$ cat config.mk
export PLATFORM = sky130hd
export DESIGN_NAME = sparc_core
export DESIGN_NICKNAME = d
export VERILOG_FILES = /design/src/rtl/sparc_pkg.sv /design/src/rtl/sparc_ifs.sv /design/src/rtl/sparc_core.sv /design/src/rtl/sparc_datapath.sv /design/src/rtl/control_sequencer.sv /design/src/rtl/branch_cond.sv /design/src/rtl/instr_decoder.sv
export SDC_FILE = /design/constraint.sdc
export NUM_CORES = 2
export LEC_CHECK = 0
export BUFFER_PORTS_ARGS = -buffer_cell sky130_fd_sc_hd__buf_2
export CORE_ASPECT_RATIO = 1.2
export CORE_UTILIZATION = 45
export CTS_CLUSTER_DIAMETER = 200
export DETAILED_ROUTE_END_ITERATION = 8
export PLACE_DENSITY = 0.63
export SLEW_MARGIN = 20
export SYNTH_ARGS = -nofsm -noshare
export SYNTH_HDL_FRONTEND = slang
export SYNTH_SLANG_ARGS = --single-unit
$ cat constraint.sdc
create_clock -name Clk -period 18.73 [get_ports Clk]
set_clock_uncertainty 0.05 [all_clocks]
set_input_delay 2.8095 -clock Clk [delete_from_list [all_inputs] [get_ports Clk]]
set_output_delay 2.8095 -clock Clk [all_outputs]
set_load 0.01 [all_outputs]
$ cat src/rtl/sparc_pkg.sv
package sparc_pkg;

	// Field widths
	localparam int XLEN       = 32;
	localparam int REG_ADDR_W = 5;
	localparam int COND_W     = 4;
	localparam int ICC_W      = 4;  // Order is n z v c, n at the top
	localparam int SIMM_W     = 13;
	localparam int DISP22_W   = 22;
	localparam int DISP30_W   = 30;

	// CALL leaves its return address here
	localparam logic [REG_ADDR_W-1:0] LINK_REG = 5'd15;

	// Format field in bits 31:30
	localparam logic [1:0] OP_BRANCH = 2'b00;
	localparam logic [1:0] OP_CALL   = 2'b01;
	localparam logic [1:0] OP_ARITH  = 2'b10;  // 2'b11 is memory, not kept

	localparam logic [5:0] OP3_JMPL = 6'b111000;
	localparam logic [COND_W-1:0] COND_BA = 4'b1000;  // Branch always

	typedef enum logic [2:0] {
		BRANCH,
		CALL,
		JMPL,
		ALU,
		UNSUPPORTED
	} instr_class_t;

	// Values equal op3[2:0] of the kept arithmetic and logic group
	typedef enum logic [2:0] {
		ADD = 3'b000,
		AND = 3'b001,
		OR  = 3'b010,
		XOR = 3'b011,
		SUB = 3'b100
	} alu_op_t;

	typedef enum logic [2:0] {IDLE, EXEC, LINK, JUMP, WRITE} seq_state_t;

	typedef enum logic {A_RS1, A_PC} a_sel_t;

	typedef enum logic [2:0] {B_RS2, B_SIMM13, B_DISP22, B_DISP30, B_FOUR} b_sel_t;

	// NPC_TARGET moves PC to the ALU target as well, for annulled BA
	typedef enum logic [1:0] {NPC_PLUS4, NPC_ALU, NPC_PLUS8, NPC_TARGET} npc_sel_t;

endpackage
$ cat src/rtl/sparc_ifs.sv
`timescale 1ns/1ps

// Decoded fields of the held instruction, no state inside
interface decode_if;
	sparc_pkg::instr_class_t cls;
	logic [sparc_pkg::REG_ADDR_W-1:0] rd;
	logic [sparc_pkg::REG_ADDR_W-1:0] rs1;
	logic [sparc_pkg::REG_ADDR_W-1:0] rs2;
	logic use_imm;                           // i bit
	logic annul;                             // a bit of Bicc
	logic [sparc_pkg::COND_W-1:0] cond;
	sparc_pkg::alu_op_t alu_op;
	logic set_cc;                            // cc variant of the ALU op
	logic [sparc_pkg::SIMM_W-1:0] simm13;    // Raw, not extended
	logic [sparc_pkg::DISP22_W-1:0] disp22;
	logic [sparc_pkg::DISP30_W-1:0] disp30;

	modport dec (
		output cls, rd, rs1, rs2, use_imm, annul, cond, alu_op, set_cc,
		output simm13, disp22, disp30
	);
	modport seq (
		input cls, rd, rs1, rs2, use_imm, annul, cond, alu_op, set_cc,
		input simm13, disp22, disp30
	);
endinterface

// Per-cycle datapath controls, flags come back the other way
interface ctrl_if;
	logic rf_we;
	logic [sparc_pkg::REG_ADDR_W-1:0] rd;
	logic [sparc_pkg::REG_ADDR_W-1:0] rs1;
	logic [sparc_pkg::REG_ADDR_W-1:0] rs2;
	sparc_pkg::alu_op_t alu_op;
	sparc_pkg::a_sel_t a_sel;
	sparc_pkg::b_sel_t b_sel;
	logic [sparc_pkg::SIMM_W-1:0] imm;
	logic [sparc_pkg::DISP30_W-1:0] disp;    // disp22 sits in the low bits for Bicc
	logic pc_en;
	logic npc_en;
	sparc_pkg::npc_sel_t npc_sel;
	logic icc_en;
	logic [sparc_pkg::ICC_W-1:0] icc;        // Current flags from the datapath

	modport seq (
		output rf_we, rd, rs1, rs2, alu_op, a_sel, b_sel, imm, disp,
		output pc_en, npc_en, npc_sel, icc_en
	);
	modport dp (
		input rf_we, rd, rs1, rs2, alu_op, a_sel, b_sel, imm, disp,
		input pc_en, npc_en, npc_sel, icc_en,
		output icc
	);
endinterface

$ cat src/rtl/sparc_core.sv
`timescale 1ns/1ps

module sparc_core #(
	parameter logic [sparc_pkg::XLEN-1:0] RESET_PC = '0
) (
	input logic Clk,
	input logic RESET,
	input logic [sparc_pkg::XLEN-1:0] instr,
	input logic instr_valid,                        // One-cycle start strobe
	input logic [sparc_pkg::REG_ADDR_W-1:0] dbg_addr,
	output logic busy,
	output logic [sparc_pkg::XLEN-1:0] pc,
	output logic [sparc_pkg::XLEN-1:0] npc,
	output logic [sparc_pkg::ICC_W-1:0] icc,
	output logic [sparc_pkg::XLEN-1:0] dbg_data
);

	logic [sparc_pkg::XLEN-1:0] ir;        // Held instruction
	logic [sparc_pkg::XLEN-1:0] dec_word;
	logic taken;

	decode_if dec_bus ();
	ctrl_if ctrl_bus ();

	// Capture on accept, strobes during busy are dropped
	always_ff @(posedge Clk) begin
		if (instr_valid && !busy)
			ir <= instr;
	end

	// Idle decode looks at the offered word so the sequencer picks its first step
	assign dec_word = busy ? ir : instr;

	instr_decoder u_decoder (.instr(dec_word), .dec(dec_bus.dec));

	branch_cond u_branch_cond (.cond(dec_bus.cond), .icc(ctrl_bus.icc), .taken(taken));

	control_sequencer u_sequencer (
		.Clk(Clk),
		.RESET(RESET),
		.instr_valid(instr_valid),
		.dec(dec_bus.seq),
		.taken(taken),
		.ctrl(ctrl_bus.seq),
		.busy(busy)
	);

	sparc_datapath #(.RESET_PC(RESET_PC)) u_datapath (
		.Clk(Clk),
		.RESET(RESET),
		.ctrl(ctrl_bus.dp),
		.pc(pc),
		.npc(npc),
		.dbg_addr(dbg_addr),
		.dbg_data(dbg_data)
	);

	assign icc = ctrl_bus.icc;

endmodule

$ cat src/rtl/sparc_datapath.sv
`timescale 1ns/1ps

module sparc_datapath #(
	parameter logic [sparc_pkg::XLEN-1:0] RESET_PC = '0
) (
	input logic Clk,
	input logic RESET,
	ctrl_if.dp ctrl,
	output logic [sparc_pkg::XLEN-1:0] pc,
	output logic [sparc_pkg::XLEN-1:0] npc,
	input logic [sparc_pkg::REG_ADDR_W-1:0] dbg_addr,
	output logic [sparc_pkg::XLEN-1:0] dbg_data
);

	localparam int NREGS = 2 ** sparc_pkg::REG_ADDR_W;

	logic [sparc_pkg::XLEN-1:0] regs [NREGS];
	logic [sparc_pkg::XLEN-1:0] rs1_data;
	logic [sparc_pkg::XLEN-1:0] rs2_data;
	logic [sparc_pkg::XLEN-1:0] a_op;
	logic [sparc_pkg::XLEN-1:0] b_op;
	logic [sparc_pkg::XLEN:0] add_res;   // Top bit is carry out
	logic [sparc_pkg::XLEN:0] sub_res;   // Top bit is borrow
	logic [sparc_pkg::XLEN-1:0] alu_res;
	logic alu_v;
	logic alu_c;
	logic [sparc_pkg::XLEN-1:0] pc_next;
	logic [sparc_pkg::XLEN-1:0] npc_next;
	logic [sparc_pkg::ICC_W-1:0] icc_q;

	// Register file, r0 is never written
	always_ff @(posedge Clk) begin
		if (RESET) begin
			for (int i = 0; i < NREGS; i++)
				regs[i] <= '0;
		end
		else if (ctrl.rf_we && ctrl.rd != '0) begin
			regs[ctrl.rd] <= alu_res;
		end
	end

	assign rs1_data = regs[ctrl.rs1];
	assign rs2_data = regs[ctrl.rs2];
	assign dbg_data = regs[dbg_addr];  // Third read port for the testbench

	assign a_op = (ctrl.a_sel == sparc_pkg::A_PC) ? pc : rs1_data;

	// Sign extension and word scaling of the immediates
	always_comb begin
		case (ctrl.b_sel)
			sparc_pkg::B_RS2:    b_op = rs2_data;
			sparc_pkg::B_SIMM13: b_op = {{19{ctrl.imm[12]}}, ctrl.imm};
			sparc_pkg::B_DISP22: b_op = {{8{ctrl.disp[21]}}, ctrl.disp[21:0], 2'b00};
			sparc_pkg::B_DISP30: b_op = {ctrl.disp, 2'b00};  // Wraps, no extension needed
			sparc_pkg::B_FOUR:   b_op = 32'd4;
			default:             b_op = '0;
		endcase
	end

	// ALU with n z v c generation
	always_comb begin
		add_res = {1'b0, a_op} + {1'b0, b_op};
		sub_res = {1'b0, a_op} - {1'b0, b_op};
		alu_v   = 1'b0;  // Logical ops clear v and c
		alu_c   = 1'b0;
		case (ctrl.alu_op)
			sparc_pkg::ADD: begin
				alu_res = add_res[31:0];
				alu_c   = add_res[32];
				alu_v   = (a_op[31] == b_op[31]) && (alu_res[31] != a_op[31]);
			end
			sparc_pkg::SUB: begin
				alu_res = sub_res[31:0];
				alu_c   = sub_res[32];
				alu_v   = (a_op[31] != b_op[31]) && (alu_res[31] != a_op[31]);
			end
			sparc_pkg::AND: alu_res = a_op & b_op;
			sparc_pkg::OR:  alu_res = a_op | b_op;
			default:        alu_res = a_op ^ b_op;  // XOR
		endcase
	end

	// Delayed-branch PC and nPC sources
	always_comb begin
		case (ctrl.npc_sel)
			sparc_pkg::NPC_ALU: begin
				pc_next  = npc;
				npc_next = alu_res;
			end
			sparc_pkg::NPC_PLUS8: begin
				pc_next  = npc + 32'd4;   // Annulled slot skipped
				npc_next = npc + 32'd8;
			end
			sparc_pkg::NPC_TARGET: begin
				pc_next  = alu_res;
				npc_next = alu_res + 32'd4;
			end
			default: begin
				pc_next  = npc;
				npc_next = npc + 32'd4;
			end
		endcase
	end

	always_ff @(posedge Clk) begin
		if (RESET) begin
			pc    <= RESET_PC;
			npc   <= RESET_PC + 32'd4;
			icc_q <= '0;
		end
		else begin
			if (ctrl.pc_en)
				pc <= pc_next;
			if (ctrl.npc_en)
				npc <= npc_next;
			if (ctrl.icc_en)
				icc_q <= {alu_res[31], alu_res == '0, alu_v, alu_c};
		end
	end

	assign ctrl.icc = icc_q;

endmodule

$ cat src/rtl/control_sequencer.sv
`timescale 1ns/1ps

module control_sequencer (
	input logic Clk,
	input logic RESET,
	input logic instr_valid,
	decode_if.seq dec,
	input logic taken,
	ctrl_if.seq ctrl,
	output logic busy
);

	sparc_pkg::seq_state_t state;
	sparc_pkg::seq_state_t next_state;
	logic is_call;
	logic ba_annul;  // BA with a set jumps straight to the target

	assign is_call  = (dec.cls == sparc_pkg::CALL);
	assign ba_annul = (dec.cond == sparc_pkg::COND_BA) && dec.annul;
	assign busy     = (state != sparc_pkg::IDLE);

	always_ff @(posedge Clk) begin
		if (RESET)
			state <= sparc_pkg::IDLE;
		else
			state <= next_state;
	end

	// While idle the decoder sees the offered word, so the first step is known on accept
	always_comb begin
		next_state = sparc_pkg::IDLE;
		case (state)
			sparc_pkg::IDLE: begin
				if (instr_valid && (is_call || dec.cls == sparc_pkg::JMPL))
					next_state = sparc_pkg::LINK;
				else if (instr_valid)
					next_state = sparc_pkg::EXEC;
			end
			sparc_pkg::EXEC: begin
				if (dec.cls == sparc_pkg::ALU)
					next_state = sparc_pkg::WRITE;  // Branch and unsupported end here
			end
			sparc_pkg::LINK: next_state = sparc_pkg::JUMP;
			default: next_state = sparc_pkg::IDLE;   // JUMP and WRITE finish
		endcase
	end

	always_comb begin
		// Defaults follow the decode, enables stay off
		ctrl.rf_we  = 1'b0;
		ctrl.rd     = dec.rd;
		ctrl.rs1    = dec.rs1;
		ctrl.rs2    = dec.rs2;
		ctrl.alu_op = dec.alu_op;
		ctrl.a_sel  = sparc_pkg::A_RS1;
		if (dec.use_imm)
			ctrl.b_sel = sparc_pkg::B_SIMM13;
		else
			ctrl.b_sel = sparc_pkg::B_RS2;
		ctrl.imm     = dec.simm13;
		ctrl.disp    = is_call ? dec.disp30 : {8'b0, dec.disp22};
		ctrl.pc_en   = 1'b0;
		ctrl.npc_en  = 1'b0;
		ctrl.npc_sel = sparc_pkg::NPC_PLUS4;
		ctrl.icc_en  = 1'b0;

		case (state)
			sparc_pkg::EXEC: begin
				if (dec.cls == sparc_pkg::BRANCH) begin
					ctrl.alu_op = sparc_pkg::ADD;  // PC + 4*disp22
					ctrl.a_sel  = sparc_pkg::A_PC;
					ctrl.b_sel  = sparc_pkg::B_DISP22;
					ctrl.pc_en  = 1'b1;
					ctrl.npc_en = 1'b1;
					if (taken && ba_annul)
						ctrl.npc_sel = sparc_pkg::NPC_TARGET;
					else if (taken)
						ctrl.npc_sel = sparc_pkg::NPC_ALU;   // Delay slot runs
					else if (dec.annul)
						ctrl.npc_sel = sparc_pkg::NPC_PLUS8; // Skip the delay slot
				end
				else if (dec.cls == sparc_pkg::UNSUPPORTED) begin
					ctrl.pc_en  = 1'b1;  // Sequential advance only
					ctrl.npc_en = 1'b1;
				end
				// ALU group only settles its operands here
			end
			sparc_pkg::WRITE: begin
				ctrl.rf_we  = 1'b1;
				ctrl.icc_en = dec.set_cc;
				ctrl.pc_en  = 1'b1;
				ctrl.npc_en = 1'b1;
			end
			sparc_pkg::LINK: begin
				// PC + r0 into the link register
				ctrl.alu_op = sparc_pkg::ADD;
				ctrl.a_sel  = sparc_pkg::A_PC;
				ctrl.b_sel  = sparc_pkg::B_RS2;
				ctrl.rs2    = '0;
				ctrl.rf_we  = 1'b1;
				if (is_call)
					ctrl.rd = sparc_pkg::LINK_REG;
			end
			sparc_pkg::JUMP: begin
				// JMPL reads rs1 after the link write, as the reference control does
				ctrl.alu_op  = sparc_pkg::ADD;
				ctrl.pc_en   = 1'b1;
				ctrl.npc_en  = 1'b1;
				ctrl.npc_sel = sparc_pkg::NPC_ALU;
				if (is_call) begin
					ctrl.a_sel = sparc_pkg::A_PC;     // PC still holds the CALL address
					ctrl.b_sel = sparc_pkg::B_DISP30;
				end
			end
			default: ;
		endcase
	end

endmodule

$ cat src/rtl/branch_cond.sv
`timescale 1ns/1ps

module branch_cond (
	input logic [sparc_pkg::COND_W-1:0] cond,
	input logic [sparc_pkg::ICC_W-1:0] icc,
	output logic taken
);

	logic n;
	logic z;
	logic v;
	logic c;
	logic base;  // Lower eight conditions, the upper eight invert them

	assign n = icc[3];
	assign z = icc[2];
	assign v = icc[1];
	assign c = icc[0];

	always_comb begin
		case (cond[2:0])
			3'd0: base = 1'b0;             // BN, BA when inverted
			3'd1: base = z;                // BE / BNE
			3'd2: base = z | (n ^ v);      // BLE / BG
			3'd3: base = n ^ v;            // BL / BGE
			3'd4: base = c | z;            // BLEU / BGU
			3'd5: base = c;                // BCS / BCC
			3'd6: base = n;                // BNEG / BPOS
			default: base = v;             // BVS / BVC
		endcase
	end

	// cond[3] selects the complementary condition
	assign taken = base ^ cond[3];

endmodule

$ cat src/rtl/instr_decoder.sv
`timescale 1ns/1ps

module instr_decoder (
	input logic [sparc_pkg::XLEN-1:0] instr,
	decode_if.dec dec
);

	logic [5:0] op3;
	logic op3_kept;  // ADD AND OR XOR SUB and their cc forms

	assign op3 = instr[24:19];

	// op3 of the kept group is 0c0xxx with xxx from 0 to 4
	assign op3_kept = !op3[5] && !op3[3] && (op3[2:0] <= 3'd4);

	// Instruction group from the format field, then op3
	always_comb begin
		case (instr[31:30])
			sparc_pkg::OP_BRANCH: dec.cls = sparc_pkg::BRANCH;
			sparc_pkg::OP_CALL:   dec.cls = sparc_pkg::CALL;
			sparc_pkg::OP_ARITH: begin
				if (op3 == sparc_pkg::OP3_JMPL)
					dec.cls = sparc_pkg::JMPL;
				else if (op3_kept)
					dec.cls = sparc_pkg::ALU;
				else
					dec.cls = sparc_pkg::UNSUPPORTED;  // SAVE, RESTORE, WRTBR and the rest
			end
			default: dec.cls = sparc_pkg::UNSUPPORTED;  // Loads, stores, SWAP
		endcase
	end

	// Low op3 bits are the ALU function itself
	always_comb begin
		if (op3_kept)
			dec.alu_op = sparc_pkg::alu_op_t'(op3[2:0]);
		else
			dec.alu_op = sparc_pkg::ADD;  // JMPL and links only add
	end

	// Register fields
	assign dec.rd      = instr[29:25];
	assign dec.rs1     = instr[18:14];
	assign dec.rs2     = instr[4:0];
	assign dec.use_imm = instr[13];
	assign dec.set_cc  = op3[4];

	// Branch fields overlap rd
	assign dec.annul = instr[29];
	assign dec.cond  = instr[28:25];

	// Raw immediates, extension happens in the datapath
	assign dec.simm13 = instr[12:0];
	assign dec.disp22 = instr[21:0];
	assign dec.disp30 = instr[29:0];

endmodule

==> results.md <==
- Setup TNS: 0 ns
- RePlAce Congestion: 1.00
- Initial antenna violation count: 26
- Final hold violation count: 0
- Clock network power share: 21.6%
- Least-Margin Pin Slew: 1.29 ns
- Status: complete, no violations
- Peak supply drop: 0.172 mV
- Post-synth EDFFs: 1056
- Largest net degree at the start of global routing: 173
- Ys flop type: edfxtp_1
- 1st-iter DRT viols: 13400
- Leak Pwr: 29.2 nW
- Post-Syn Area: 0.0762 mm^2
- # rows: 165
- Cell-internal power: 0.00578 W
- Critical Path RT: 19.31 ns
- Clock-pin slew of the registers on the worst-case setup and hold paths: 0.06 ns
- Crit end category: register
- Post-layout util: 49.4%
- Reg power frac: 25.4%
- Worst-Skew Late Latency: 0.83 ns
- Congestion Overflow GR: 0
- CTS H-tree lvls: 3
- Most common cell after layout, fill and taps aside: nand2_1
- Comb power frac: 53.0%
- Layout cell share with drive strength beyond 1: 13.1%
- Fmax: 87.0 MHz
- Critical Path Start Type: input pin
- WP data arrival: 12.07 ns
- NetSw: 0.00585 W
- Hold Path Class: register to register
- CP max FO: 163
- GR Util All Layers: 40.7%
- Global-route wire length before repair: 502 mm
- I/O pin total: 141
- Clk buf depth: 3
- Via/cell ratio: 7.06
- Crit path kind: input pin to register
- Max-slew violation count: 0
- Fin crit period: 11.49 ns
- Final Net Count: 8280
- Vias in the first global route: 70400
- # clock sinks: 1127
- Final wirelength: 356 mm
- Core ar.: 0.168 mm^2
- Post-synth top area share: 41.6%
- Pre-antenna DRT Iters: 8
- Wire per inst: 33.9 um
- WHS: 0.482 ns
- Filler instances: 15500
- TritonCTS Buffers: 121
- Count of different cell masters after synthesis: 86
- CTS resizes: 0
- Most frequent cells in the layout: 1764 x nand2_1, 1203 x nor2_1, 1056 x edfxtp_1
- Vias: 74100
- Synth area leaders: edfxtp_1 42%, mux4_2 9.5%, nand2_1 8.9%
- Max Cap Viol: 0
- Finish-stage setup viols: 0
- Area grow syn2layout: 9.06%
- Post-Syn Area per Cell: 8.96 um^2
- Worst slew margin: 13.7%
- Buffers on Ports: 140
- Share of flip-flops with an asynchronous set or reset: 0%
- Seq cells post-synth: 1127
- Syn Inst Count: 8500
- Cts hold-fix bufs: 0
- Clock Root Buffer: clkbuf_16
- Final period utilization: 61.3%
- Detailed placer's ending HPWL: 208 mm
- Sequential cell area fraction in the yosys report: 43.5%
- DIE HEIGHT: 453 um
- Unrepaired setup endpoints after global routing: false
- Drc violations: 0
- Die width: 378 um
- Warnings from Yosys: 0
- Die area: 0.171 mm^2
- Net Sw Frac: 50.3%
- Initial Utilization: 45.3%
- Pwr Density: 140 mW/mm^2
- Postcts setup bufs: 0
- CTS tree: done
- Synth area leader: edfxtp_1
- Post-route ant nets: 0
## through the flow
| step | cell area, um^2 | setup slack (ns) | power (W) | cells |
|---|---|---|---|---|
| 6_report | 83100 | 7.24 | 0.0116 | 10500 |
| 4_1_cts | 83100 | 7.64 | 0.0114 | 10500 |
| 3_5_place_dp | 79100 | 6.83 | 0.00890 | 10300 |
| 3_3_place_gp | 79000 | 6.96 | 0.00887 | 10300 |
| 2_1_floorplan | 76300 | 9.65 | 0.00658 | 8531 |
| 5_1_grt | 83100 | 6.77 | 0.0119 | 10500 |
## path summary, 6_finish.rpt
check,startpoint,end,slack (ns),depth (start not counted)
setup reg to reg,u_sequencer.state[1],u_datapath.npc[30],7.60,28
hold / removal,u_datapath.npc[0],u_datapath.npc[0],0.48,2
setup / recovery,instr[14],u_datapath.npc[30],7.24,26
hold reg to reg,u_datapath.npc[0],u_datapath.npc[0],0.48,2
## worst max-delay path, stage by stage
cell and delay (ns):
buf_2 0.15, mux2i_4 0.13, buf_4 0.64, buf_12 0.63, buf_4 0.82, a211oi_1 0.22, a311oi_1 0.32, a21oi_1 0.12
a21oi_1 0.31, nand2_1 0.08, o31ai_1 0.31, mux2_2 0.35, ha_1 0.44, inv_1 0.25, a2111oi_0 0.61, a2111oi_1 0.26
a2111oi_0 0.82, nor2_1 0.23, a31oi_1 0.27, xor2_1 0.27, a221oi_4 0.10, buf_4 0.30, or4b_1 0.66, or4_1 0.50
nand3_1 0.10, a21oi_1 0.07
## cells in the mapped netlist (all sizes together) (15+ instances only)
master / number
nand2: 1801
nor2: 1210
edfxtp: 1056
clkbuf: 725
a21oi: 393
a31oi: 393
a211oi: 388
nand3: 330
mux4: 320
and2: 272
o21ai: 207
buf: 154
a311oi: 146
ha: 102
inv: 102
nor3: 77
dfxtp: 71
mux2: 69
o31ai: 49
nand2b: 46
nor2b: 36
a221oi: 34
and3: 34
nand4: 34
xnor2: 33
mux2i: 31
a22oi: 30
nor4: 30
o221ai: 25
o22ai: 22
o21a: 21
a2111oi: 20
a221o: 19
o211ai: 19
a21o: 15
## power by group through the flow
stage | clock [W] | sequential [W] | combinational [W]
5_1_grt | 0.00260 | 0.00297 | 0.00637
3_3_place_gp | 0 | 0.00300 | 0.00587
6_report | 0.00251 | 0.00296 | 0.00616
3_5_place_dp | 0 | 0.00300 | 0.00590
4_1_cts | 0.00251 | 0.00295 | 0.00593
2_1_floorplan | 0 | 0.00297 | 0.00361
## logic make-up after synthesis
kind of cell               after synthesis  synth area share (%)
muxes                                  420                  10.9
buffers and inverters                  981                  4.88
and+or+nand+nor                       3938                  21.9
xor gates and xnor gates                47                 0.540
adders and majority gates              106                  1.75
DFF                                   1127                  43.5
AOI/OAI and AO/OA                     1880                  16.5
other                                    1               0.00492
## layout make-up
cell class / count / area (um^2) / area share [%]
multi-input combinational: 6423 / 40200 / 48.4
tap: 2254 / 2820 / 3.39
inverter: 102 / 383 / 0.461
clock inverter: 76 / 791 / 0.952
sequential: 1127 / 33100 / 39.9
antenna: 9 / 22.5 / 0.0271
clock buffer: 148 / 3210 / 3.86
timing repair buffer: 361 / 2520 / 3.04
## layer usage
metal,share of wire [%],track usage (%),routed length [um],up-vias
li1,-,-,-,30200
met1,33,49.8,119000,35400
met2,43,60.2,152000,6703
met3,14,10.2,50100,1704
met4,9.6,34.0,34000,32
met5,0.062,0,219,-
## registers in the layout, indices dropped and copies added (netlist names)
register	cells
u_sequencer.state	3
u_datapath.ctrl.icc	4
u_datapath.regs	1024
u_datapath.pc	32
u_datapath.npc	32
ir	32
(Power assumes the default switching activity.)
